$ cat src/logic/useq_pkg.sv
// Micro sequencer shared types
package useq_pkg;

   // Micro PC and call tag widths
   localparam int upc_width = 14;
   localparam int tag_width = 5;

   // Return stack geometry
   localparam int spc_depth     = 32;
   localparam int spc_ptr_width = 5;

   // Microinstruction operation
   typedef enum logic [1:0] {
      uop_step = 2'd0,
      uop_jump = 2'd1,
      uop_call = 2'd2,
      uop_ret  = 2'd3
   } uop_t;

   // Four phases of one machine cycle
   typedef enum logic [1:0] {
      ph_decode  = 2'd0,
      ph_execute = 2'd1,
      ph_write   = 2'd2,
      ph_fetch   = 2'd3
   } phase_t;

   // Source of the next micro PC
   // Encoding 3 is unused
   typedef enum logic [1:0] {
      sel_inc    = 2'd0,
      sel_target = 2'd1,
      sel_stack  = 2'd2
   } next_sel_t;

   // Microinstruction as supplied from outside, 21 bits
   typedef struct packed {
      uop_t                 op;
      logic [tag_width-1:0] tag;
      logic [upc_width-1:0] target;
   } uinst_t;

   // Return stack entry, 19 bits
   // Tag in the upper bits, return address below
   typedef struct packed {
      logic [tag_width-1:0] tag;
      logic [upc_width-1:0] pc;
   } spc_word_t;

endpackage

$ cat src/logic/cycle_fsm.sv
// Machine cycle controller
module cycle_fsm (
   input  logic                            clk,
   input  logic                            reset,
   input  logic                            run,
   input  useq_pkg::uinst_t                uinst,
   output useq_pkg::phase_t                phase,
   output logic                            fetch,
   output logic                            srp,
   output logic                            swp,
   output logic                            spcnt,
   output logic                            spush,
   output useq_pkg::next_sel_t             next_sel,
   output logic [useq_pkg::upc_width-1:0]  target,
   output logic [useq_pkg::tag_width-1:0]  tag
);
   import useq_pkg::*;

   phase_t phase_next;
   logic   decode_edge;
   logic   is_call;
   logic   is_ret;

   // Fixed rotation through the four phases
   always_comb begin
      case (phase)
         ph_decode:  phase_next = ph_execute;
         ph_execute: phase_next = ph_write;
         ph_write:   phase_next = ph_fetch;
         default:    phase_next = ph_decode;
      endcase
   end

   // Phase only moves while run is high
   always_ff @(posedge clk) begin
      if (reset) begin
         phase <= ph_decode;
      end else if (run) begin
         phase <= phase_next;
      end
   end

   // Instruction is taken on the edge leaving decode
   assign decode_edge = run && (phase == ph_decode);
   assign is_call     = (uinst.op == uop_call);
   assign is_ret      = (uinst.op == uop_ret);

   // Strobes and levels
   // srp is high through execute, swp through write, fetch through fetch
   always_ff @(posedge clk) begin
      if (reset) begin
         srp      <= 1'b0;
         swp      <= 1'b0;
         fetch    <= 1'b0;
         spcnt    <= 1'b0;
         spush    <= 1'b0;
         next_sel <= sel_inc;
      end else begin
         srp   <= decode_edge && is_ret;
         // spush doubles as the latched call flag
         swp   <= run && (phase == ph_execute) && spush;
         fetch <= run && (phase == ph_write);
         if (decode_edge) begin
            // Pointer moves for call and return only
            spcnt <= is_call || is_ret;
            spush <= is_call;
            case (uinst.op)
               uop_jump: next_sel <= sel_target;
               uop_call: next_sel <= sel_target;
               uop_ret:  next_sel <= sel_stack;
               default:  next_sel <= sel_inc;
            endcase
         end
      end
   end

   // Jump or call target and the tag saved by a call
   always_ff @(posedge clk) begin
      if (decode_edge) begin
         target <= uinst.target;
         tag    <= uinst.tag;
      end
   end

endmodule

$ cat src/logic/micro_sequencer.sv
// Micro sequencer top level
module micro_sequencer (
   input  logic                                clk,
   input  logic                                reset,
   input  logic                                run,
   input  useq_pkg::uinst_t                    uinst,
   output logic [useq_pkg::upc_width-1:0]      upc,
   output logic                                fetch,
   output logic [useq_pkg::spc_ptr_width-1:0]  spc_ptr,
   output logic [useq_pkg::tag_width-1:0]      ret_tag
);
   import useq_pkg::*;

   // Controller outputs
   logic                 srp;
   logic                 swp;
   logic                 spcnt;
   logic                 spush;
   next_sel_t            next_sel;
   logic [upc_width-1:0] target;
   logic [tag_width-1:0] tag;

   // Datapath between counter and stack
   logic [upc_width-1:0] upc_next_seq;
   spc_word_t            spcw;
   spc_word_t            spco;

   // Cycle controller
   cycle_fsm u_cycle_fsm (
      .clk      (clk),
      .reset    (reset),
      .run      (run),
      .uinst    (uinst),
      .phase    (),
      .fetch    (fetch),
      .srp      (srp),
      .swp      (swp),
      .spcnt    (spcnt),
      .spush    (spush),
      .next_sel (next_sel),
      .target   (target),
      .tag      (tag)
   );

   // Micro PC
   upc_counter u_upc_counter (
      .clk          (clk),
      .reset        (reset),
      .fetch        (fetch),
      .next_sel     (next_sel),
      .target       (target),
      .spco         (spco),
      .upc          (upc),
      .upc_next_seq (upc_next_seq)
   );

   // Pushed entry is the call tag and the return address
   assign spcw.tag = tag;
   assign spcw.pc  = upc_next_seq;

   // Return stack
   spc_stack u_spc_stack (
      .clk    (clk),
      .reset  (reset),
      .fetch  (fetch),
      .spcnt  (spcnt),
      .spush  (spush),
      .srp    (srp),
      .swp    (swp),
      .spcw   (spcw),
      .spco   (spco),
      .spcptr (spc_ptr)
   );

   // Tag of the last popped entry
   assign ret_tag = spco.tag;

endmodule

$ cat src/logic/spc_stack.sv
// Subroutine return stack
module spc_stack (
   input  logic                                clk,
   input  logic                                reset,
   input  logic                                fetch,
   input  logic                                spcnt,
   input  logic                                spush,
   input  logic                                srp,
   input  logic                                swp,
   input  useq_pkg::spc_word_t                 spcw,
   output useq_pkg::spc_word_t                 spco,
   output logic [useq_pkg::spc_ptr_width-1:0]  spcptr
);
   import useq_pkg::*;

   spc_word_t                mem [spc_depth];
   logic [spc_ptr_width-1:0] spcptr_p1;
   logic [spc_ptr_width-1:0] spcadr;
   logic                     rd_hit;

   // Pointer plus one, wraps at the top
   assign spcptr_p1 = spcptr + spc_ptr_width'(1);

   // Push writes above the top, anything else writes at the top
   assign spcadr = (spcnt && spush) ? spcptr_p1 : spcptr;

   // Read and write to the same slot in one cycle
   assign rd_hit = swp && (spcadr == spcptr);

   // Write port
   always_ff @(posedge clk) begin
      if (swp) begin
         mem[spcadr] <= spcw;
      end
   end

   // Registered read port at the pointer
   // Collision returns the new data
   always_ff @(posedge clk) begin
      if (reset) begin
         spco <= '0;
      end else if (srp) begin
         if (rd_hit) begin
            spco <= spcw;
         end else begin
            spco <= mem[spcptr];
         end
      end
   end

   // Stack pointer
   // Moves once per instruction, on the fetch edge
   // No overflow or underflow check, wraps modulo depth
   always_ff @(posedge clk) begin
      if (reset) begin
         spcptr <= '0;
      end else if (fetch && spcnt) begin
         if (spush) begin
            spcptr <= spcptr_p1;
         end else begin
            spcptr <= spcptr - spc_ptr_width'(1);
         end
      end
   end

endmodule

$ cat src/logic/upc_counter.sv
// Micro PC counter
module upc_counter (
   input  logic                            clk,
   input  logic                            reset,
   input  logic                            fetch,
   input  useq_pkg::next_sel_t             next_sel,
   input  logic [useq_pkg::upc_width-1:0]  target,
   input  useq_pkg::spc_word_t             spco,
   output logic [useq_pkg::upc_width-1:0]  upc,
   output logic [useq_pkg::upc_width-1:0]  upc_next_seq
);
   import useq_pkg::*;

   logic [upc_width-1:0] upc_next;

   // Sequential successor
   // Also the return address pushed by a call
   assign upc_next_seq = upc + upc_width'(1);

   // Next address mux
   always_comb begin
      case (next_sel)
         sel_inc: begin
            upc_next = upc_next_seq;
         end
         sel_target: begin
            // Jump and call both land on the target
            upc_next = target;
         end
         sel_stack: begin
            // Return address popped in execute, valid by write
            upc_next = spco.pc;
         end
         default: begin
            // Unused select code keeps the current address
            upc_next = upc;
         end
      endcase
   end

   // Micro PC register
   // Loads only on the fetch edge, holds through the other phases
   always_ff @(posedge clk) begin
      if (reset) begin
         upc <= '0;
      end else if (fetch) begin
         upc <= upc_next;
      end
   end

endmodule

$ cat config.mk
export PLATFORM = sky130hd
export DESIGN_NAME = micro_sequencer
export DESIGN_NICKNAME = d
export VERILOG_FILES = /design/src/logic/useq_pkg.sv /design/src/logic/cycle_fsm.sv /design/src/logic/micro_sequencer.sv /design/src/logic/spc_stack.sv /design/src/logic/upc_counter.sv
export SDC_FILE = /design/constraint.sdc
export NUM_CORES = 1
export LEC_CHECK = 0
export ABC_AREA = 1
export BUFFER_PORTS_ARGS = -buffer_cell sky130_fd_sc_hd__buf_2
export CORE_ASPECT_RATIO = 0.6
export CORE_MARGIN = 10
export CORE_UTILIZATION = 35
export CTS_CLUSTER_SIZE = 30
export DETAILED_ROUTE_END_ITERATION = 8
export PLACE_DENSITY = 0.49
export SLEW_MARGIN = 40
export SYNTH_ARGS = -nofsm -noshare
export SYNTH_HDL_FRONTEND = slang
export SYNTH_SLANG_ARGS = --single-unit
$ cat constraint.sdc
create_clock -name clk -period 5 [get_ports clk]
set_input_delay 0.5 -clock clk [delete_from_list [all_inputs] [get_ports clk]]
set_output_delay 0.5 -clock clk [all_outputs]
set_load 0.02 [all_outputs]
# Word level (Yosys, flattened, before mapping)
# Memories as Yosys holds them, arrays and structs flattened. A register that Yosys moved wholly into a read port is not among the register bits.
# Index checks and enable logic that the tools add are counted.
[totals]
in_bits = 24
mem_count = 1
register_bits = 47
ram_bits = 608
[op_classes]
n_eq_ne = 7
n_reduce_logical = 13
addsub = 3
mux = 7
[memory_table]
columns = ["name", "depth", "word_bits", "rd", "rd_clocked_by_memory_dff", "wr", "line_no", "text"]
rows = [
  ["u_spc_stack.mem", 32, 19, 1, 1, 1, "spc_stack.sv:16", "spc_word_t mem [spc_depth];"],
]
[op_table]
columns = ["op", "count"]
rows = [
  ["$pmux 14 s3", 1],
  ["$add 14x1->14 const B", 1],
  ["$mux 5", 2],
  ["$eq 2x2->1 const B", 4],
  ["$logic_and 1x1->1", 7],
  ["$eq 2x1->1 const B", 3],
  ["$pmux 2 s3", 1],
  ["$add 5x1->5 const B", 1],
  ["$sub 5x1->5 const B", 1],
  ["$logic_not 2->1", 2],
  ["$pmux 2 s2", 1],
  ["$reduce_bool 3->1", 1],
  ["$mux 1", 2],
  ["$reduce_and 2->1", 1],
  ["$reduce_or 2->1", 1],
  ["$logic_or 1x1->1", 1],
]

# Logic depth before layout (Yosys ltp)
[depth]
ltp_word = 3
mapped_depth = 14
mapped_depth_nobuf = 11

# Cells and area by module
# From an unflattened synthesis, not the netlist that was laid out.
[hier_totals]
hier_cells = 2615
hier_area_um2 = 28786.4
[modules_own_cells]
columns = ["mod", "cells_each", "area_each_um2", "n_inst"]
rows = [
  ["spc_stack", 2379, 26639.3, 1],
  ["upc_counter", 165, 1154.9, 1],
  ["cycle_fsm", 71, 992.2, 1],
]

# Least setup slack after synthesis
# Ideal clock, no wire load.
[synth_path]
path_kind = "register to register"
startpoint = "register u_spc_stack.spcptr[0] (netlist bit)"
endpoint = "memory u_spc_stack.mem[0][0] (netlist bit) (enable)"
stages_incl_launch_ff = 9
period_less_slack_ps = 3090
path_buffers = 3
setup_time_ps = 395
path_slack_ps = 1910
required_ps = 4605
arrival_time_ps = 2696
cell_sequence = "dfxtp_1 > buf_6 > inv_2 > buf_4 > buf_2 > ha_1 > o21ai_0 > nand3_2 > nor2_1"
[synth_via]
elab_chain_len = 2
[synth_rtl]
columns = ["element", "line_no", "text"]
rows = [
  ["from (decl)", "spc_stack.sv:12", "output logic [useq_pkg::spc_ptr_width-1:0] spcptr"],
  ["from (signal assigned)", "spc_stack.sv:59", "spcptr <= spcptr_p1;"],
  ["from (signal assigned)", "spc_stack.sv:61", "spcptr <= spcptr - spc_ptr_width'(1);"],
  ["$add 5x1->5", "spc_stack.sv:22", "assign spcptr_p1 = spcptr + spc_ptr_width'(1);"],
  ["$mux 5 (*)", "spc_stack.sv:25", "assign spcadr = (spcnt && spush) ? spcptr_p1 : spcptr;"],
  ["to (decl)", "spc_stack.sv:16", ""],
]
# Every way passes the cells marked *; elsewhere a longest branch is shown, timed or not.

# Final worst setup path
[layout_path]
startpoint = "register u_spc_stack.spcptr[0] (netlist bit)"
endpoint = "memory u_spc_stack.mem[24][12] (netlist bit) (enable)"
# The elaborated chain is that of the path after synthesis.

==> results.yml <==
cts:
  post_cts_buffers: 0
  clockBufferDepth: 3
  root_buffer: "clkbuf_16"
  clkLatencyLatePin_ps: 630
  clk_pin_slew_ps: 60
  clock-sinks: 674
  cts_tree: "done"
  holdBufCountCts: 0
  htree_levels: 3
  cts_resized: 0
  cts_buffers: 66
yosys:
  ys_types: 40
  synth_edf_count: 627
  synth_area_per_cell_sq_um: 10.85
  ys_async_sr_fraction: 0
  synth_nets: 2707
  ys_seq_area_frac: 0.6820
  syn_area_sq_mm: 0.02899
  synth_seq_cells: 674
  synth_ff_type: "edfxtp_1"
  ys_warn_count: 0
  synth_cells: 2672
power:
  clockPowerShare: 0.425
  p_sw_frac: 0.2121
  p_total_mw: 11.26
  power_leakage_nw: 12.28
  p_sw_mw: 2.390
  internal-power_mw: 8.875
  powerDensity_mw_per_mm2: 345.7
  pwr-share-seq: 0.549
  combPwrFrac: 0.026
  peakVddDrop_uv: 241.5
worst_setup_path:
  cp.required_ps: 5310
  rrSetupSlack_ps: 1780
  crit_fanout: 83
  r2r_start: "u_spc_stack.spcptr[0]$_SDFFE_PP0P_"
  critical_path_arrival_ps: 3530
  r2r_cells: 6
  path_cells: "inv_6, ha_1, o21ai_0, nand3_2, nor2_2, buf_4"
  crit_type: "register to register"
  crit_slowest_cell: "nor2_2"
  reg2reg_to: "u_spc_stack.mem[24][12]$_DFFE_PP_"
  startpoint_type: "register"
  critPathMaxStageDelay_ps: 560
  cp-end-kind: "register"
placement:
  place.gp.congestion: 0.8849
  dp_worst_setup_slack_ps: 1769
  dp_hpwl_mm: 54.46
  port-buffer-count: 48
layout:
  layout_commonest_cell: "edfxtp_1"
  final_cell_mix: "edfxtp_1 (627), nand2_1 (599), nand3_1 (401)"
  syn2layout_area_growth_pct: 12.41
  nNetsFinal: 2749
  layout-drive-gt1-share: 0.1117
timing:
  fin_skew_ps: 20.07
  fmaxAchievable_mhz: 310.8
  finalCriticalPeriod_ps: 3218
  setup_viol: 0
  rsz0062_at_grt: "no"
  hold_viol: 0
  hold_slack_ps: 41.26
  worst_pin_slew_ps: 887.1
  finalMaxSlewViolations: 0
  fin_ws_ps: 1782
  setup_tns_ps: 0
  max_slew_margin: 0.4064
  finalCritPeriodShare: 0.6436
run:
  cap_violations: 0
drt:
  drt-met1-wl_mm: 45.50
  wl_met3_mm: 7.489
  num_vias: 19635
  drc: 0
  viasPerCell: 5.116
  wl_per_cell_microns: 23.04
  drt_iter0_drc: 2551
  wl_mm: 88.42
  dr.max_layer_used: "met4"
  wl_met2_mm: 34.08
  dr.pass1.iters: 5
  ant_nets: 0
grt:
  grt_pass1_wl_mm: 128.0
  grtUsageTotal: 0.1823
  grt_pass1_vias: 18152
  grt_max_degree: 200
  grt-ovfl-total: 0
  antenna_found_initial: 5
hold_path:
  holdPathEnd: "u_cycle_fsm.target[1]$_DFFE_PP_"
  worstHoldStart: "uinst[1]"
  min_path_cells: 1
  min_path_type: "input pin to register"
floorplan:
  io_pins: 49
  fp.dieW_microns: 391.5
  core_sq_mm: 0.08179
  rows: 81
  start_util: 0.3544
  die_h_microns: 242.9
  die-area_sq_mm: 0.09511
status:
  outcome: "finished clean"
[power by group through the flow]
stage / sequential [mW] / clock [mW] / combinational (mW)
6_report: 6.18 / 4.79 / 0.296
2_1_floorplan: 6.32 / 0 / 0.131
3_5_place_dp: 6.30 / 0 / 0.294
4_1_cts: 6.18 / 4.89 / 0.295
5_1_grt: 6.18 / 5.12 / 0.317
3_3_place_gp: 6.30 / 0 / 0.290
[cells by family (layout without fill, tap and decap cells)]
| group | after synthesis | in the layout | synth area share |
|---|---|---|---|
| compound gates | 236 | 236 | 0.04757 |
| xor+xnor | 16 | 16 | 0.005094 |
| fa+ha+maj | 11 | 11 | 0.004748 |
| buf+inv | 470 | 556 | 0.07139 |
| flops | 674 | 674 | 0.6820 |
| other cells | 0 | 1 | 0 |
| simple gates | 1265 | 1265 | 0.1892 |
[cell type report]
type / instances / area, sq um
tap: 1079 / 1350
timing repair buffer: 124 / 899.6
clock inverter: 24 / 113.9
antenna: 1 / 2.502
sequential: 674 / 19780
multi-input combinational: 1528 / 7331
inverter: 320 / 1216
clock buffer: 88 / 1893
fill: 7806 / 49200
[worst max path at each step]
stage	cells past startpoint	slack [ps]	end	start
global route	10	1540	u_spc_stack.mem[29][11]$_DFFE_PP_	u_spc_stack.spcptr[0]$_SDFFE_PP0P_
detailed placement	11	1770	u_spc_stack.mem[29][6]$_DFFE_PP_	u_spc_stack.spcptr[0]$_SDFFE_PP0P_
CTS	11	1760	u_spc_stack.mem[29][6]$_DFFE_PP_	u_spc_stack.spcptr[0]$_SDFFE_PP0P_
global placement	10	1340	u_spc_stack.mem[14][5]$_DFFE_PP_	u_spc_stack.spcptr[0]$_SDFFE_PP0P_
finish	6	1780	u_spc_stack.mem[24][12]$_DFFE_PP_	u_spc_stack.spcptr[0]$_SDFFE_PP0P_
floorplan	8	1910	u_spc_stack.mem[0][0]$_DFFE_PP_	u_spc_stack.spcptr[0]$_SDFFE_PP0P_
[registers in the layout, summed over array words and instances, names as in the netlist]
name / flops
u_upc_counter.upc: 14
u_cycle_fsm.spcnt: 1
u_cycle_fsm.srp: 1
u_cycle_fsm.next_sel: 2
u_cycle_fsm.fetch: 1
u_cycle_fsm.phase: 2
u_cycle_fsm.spush: 1
u_spc_stack.spcptr: 5
u_spc_stack.spco: 19
u_cycle_fsm.swp: 1
u_cycle_fsm.tag: 5
u_spc_stack.mem: 608
u_cycle_fsm.target: 14
[metal layers]
layer / GRT usage / up-vias
met2: 0.2357 / 731
met1: 0.3004 / 9746
met4: 0.03831 / 0
li1: - / 9059
met5: 0 / -
met3: 0.03823 / 99
[cells in the mapped netlist, types with 3 or more instances]
master    instances  area (sq um)
inv_1           313          1175
a21oi_1          60         300.3
or2_0            47         294.0
xor2_1           12         105.1
a221oi_1          4         35.03
o21ai_0         106         530.5
xnor2_1           3         26.28
buf_1             9         33.78
nand2_1         599          2248
buf_4            22         165.2
nand3_1         401          2007
nor2_1          181         679.4
a22o_1            5         43.79
o211ai_1         42         315.3
buf_6            17         191.4
o211ai_2          3         37.54
dfxtp_1          47         940.9
nand3_2           6         60.06
ha_1             11         137.6
nor2_2            4         25.02
buf_2            66         330.3
inv_2             3         11.26
o21ai_1           4         20.02
o21bai_1          5         37.54
or2_2            23         143.9
clkbuf_1         34         127.6
edfxtp_1        627         18830
a21oi_2           3         26.28
clkinv_1          4         15.01
[worst max-delay path: cells and delay by family (launching register included)]
family	cells	cell delay [ps]
AOI/OAI and AO/OA	1	390
and+or+nand+nor	2	870
DFF	1	380
adders and majority gates	1	370
buffers and inverters	2	860
[stage by stage]
step | utilization | area [sq um] | std cells
final | 0.3984 | 32590 | 3838
after global routing | 0.3984 | 32580 | 3837
after CTS | 0.3980 | 32550 | 3836
after detailed placement | 0.3735 | 30550 | 3724
after global placement | 0.3727 | 30480 | 3722
after floorplan | - | 28990 | 2672
Note: power is estimated with default switching activity, not from simulation.
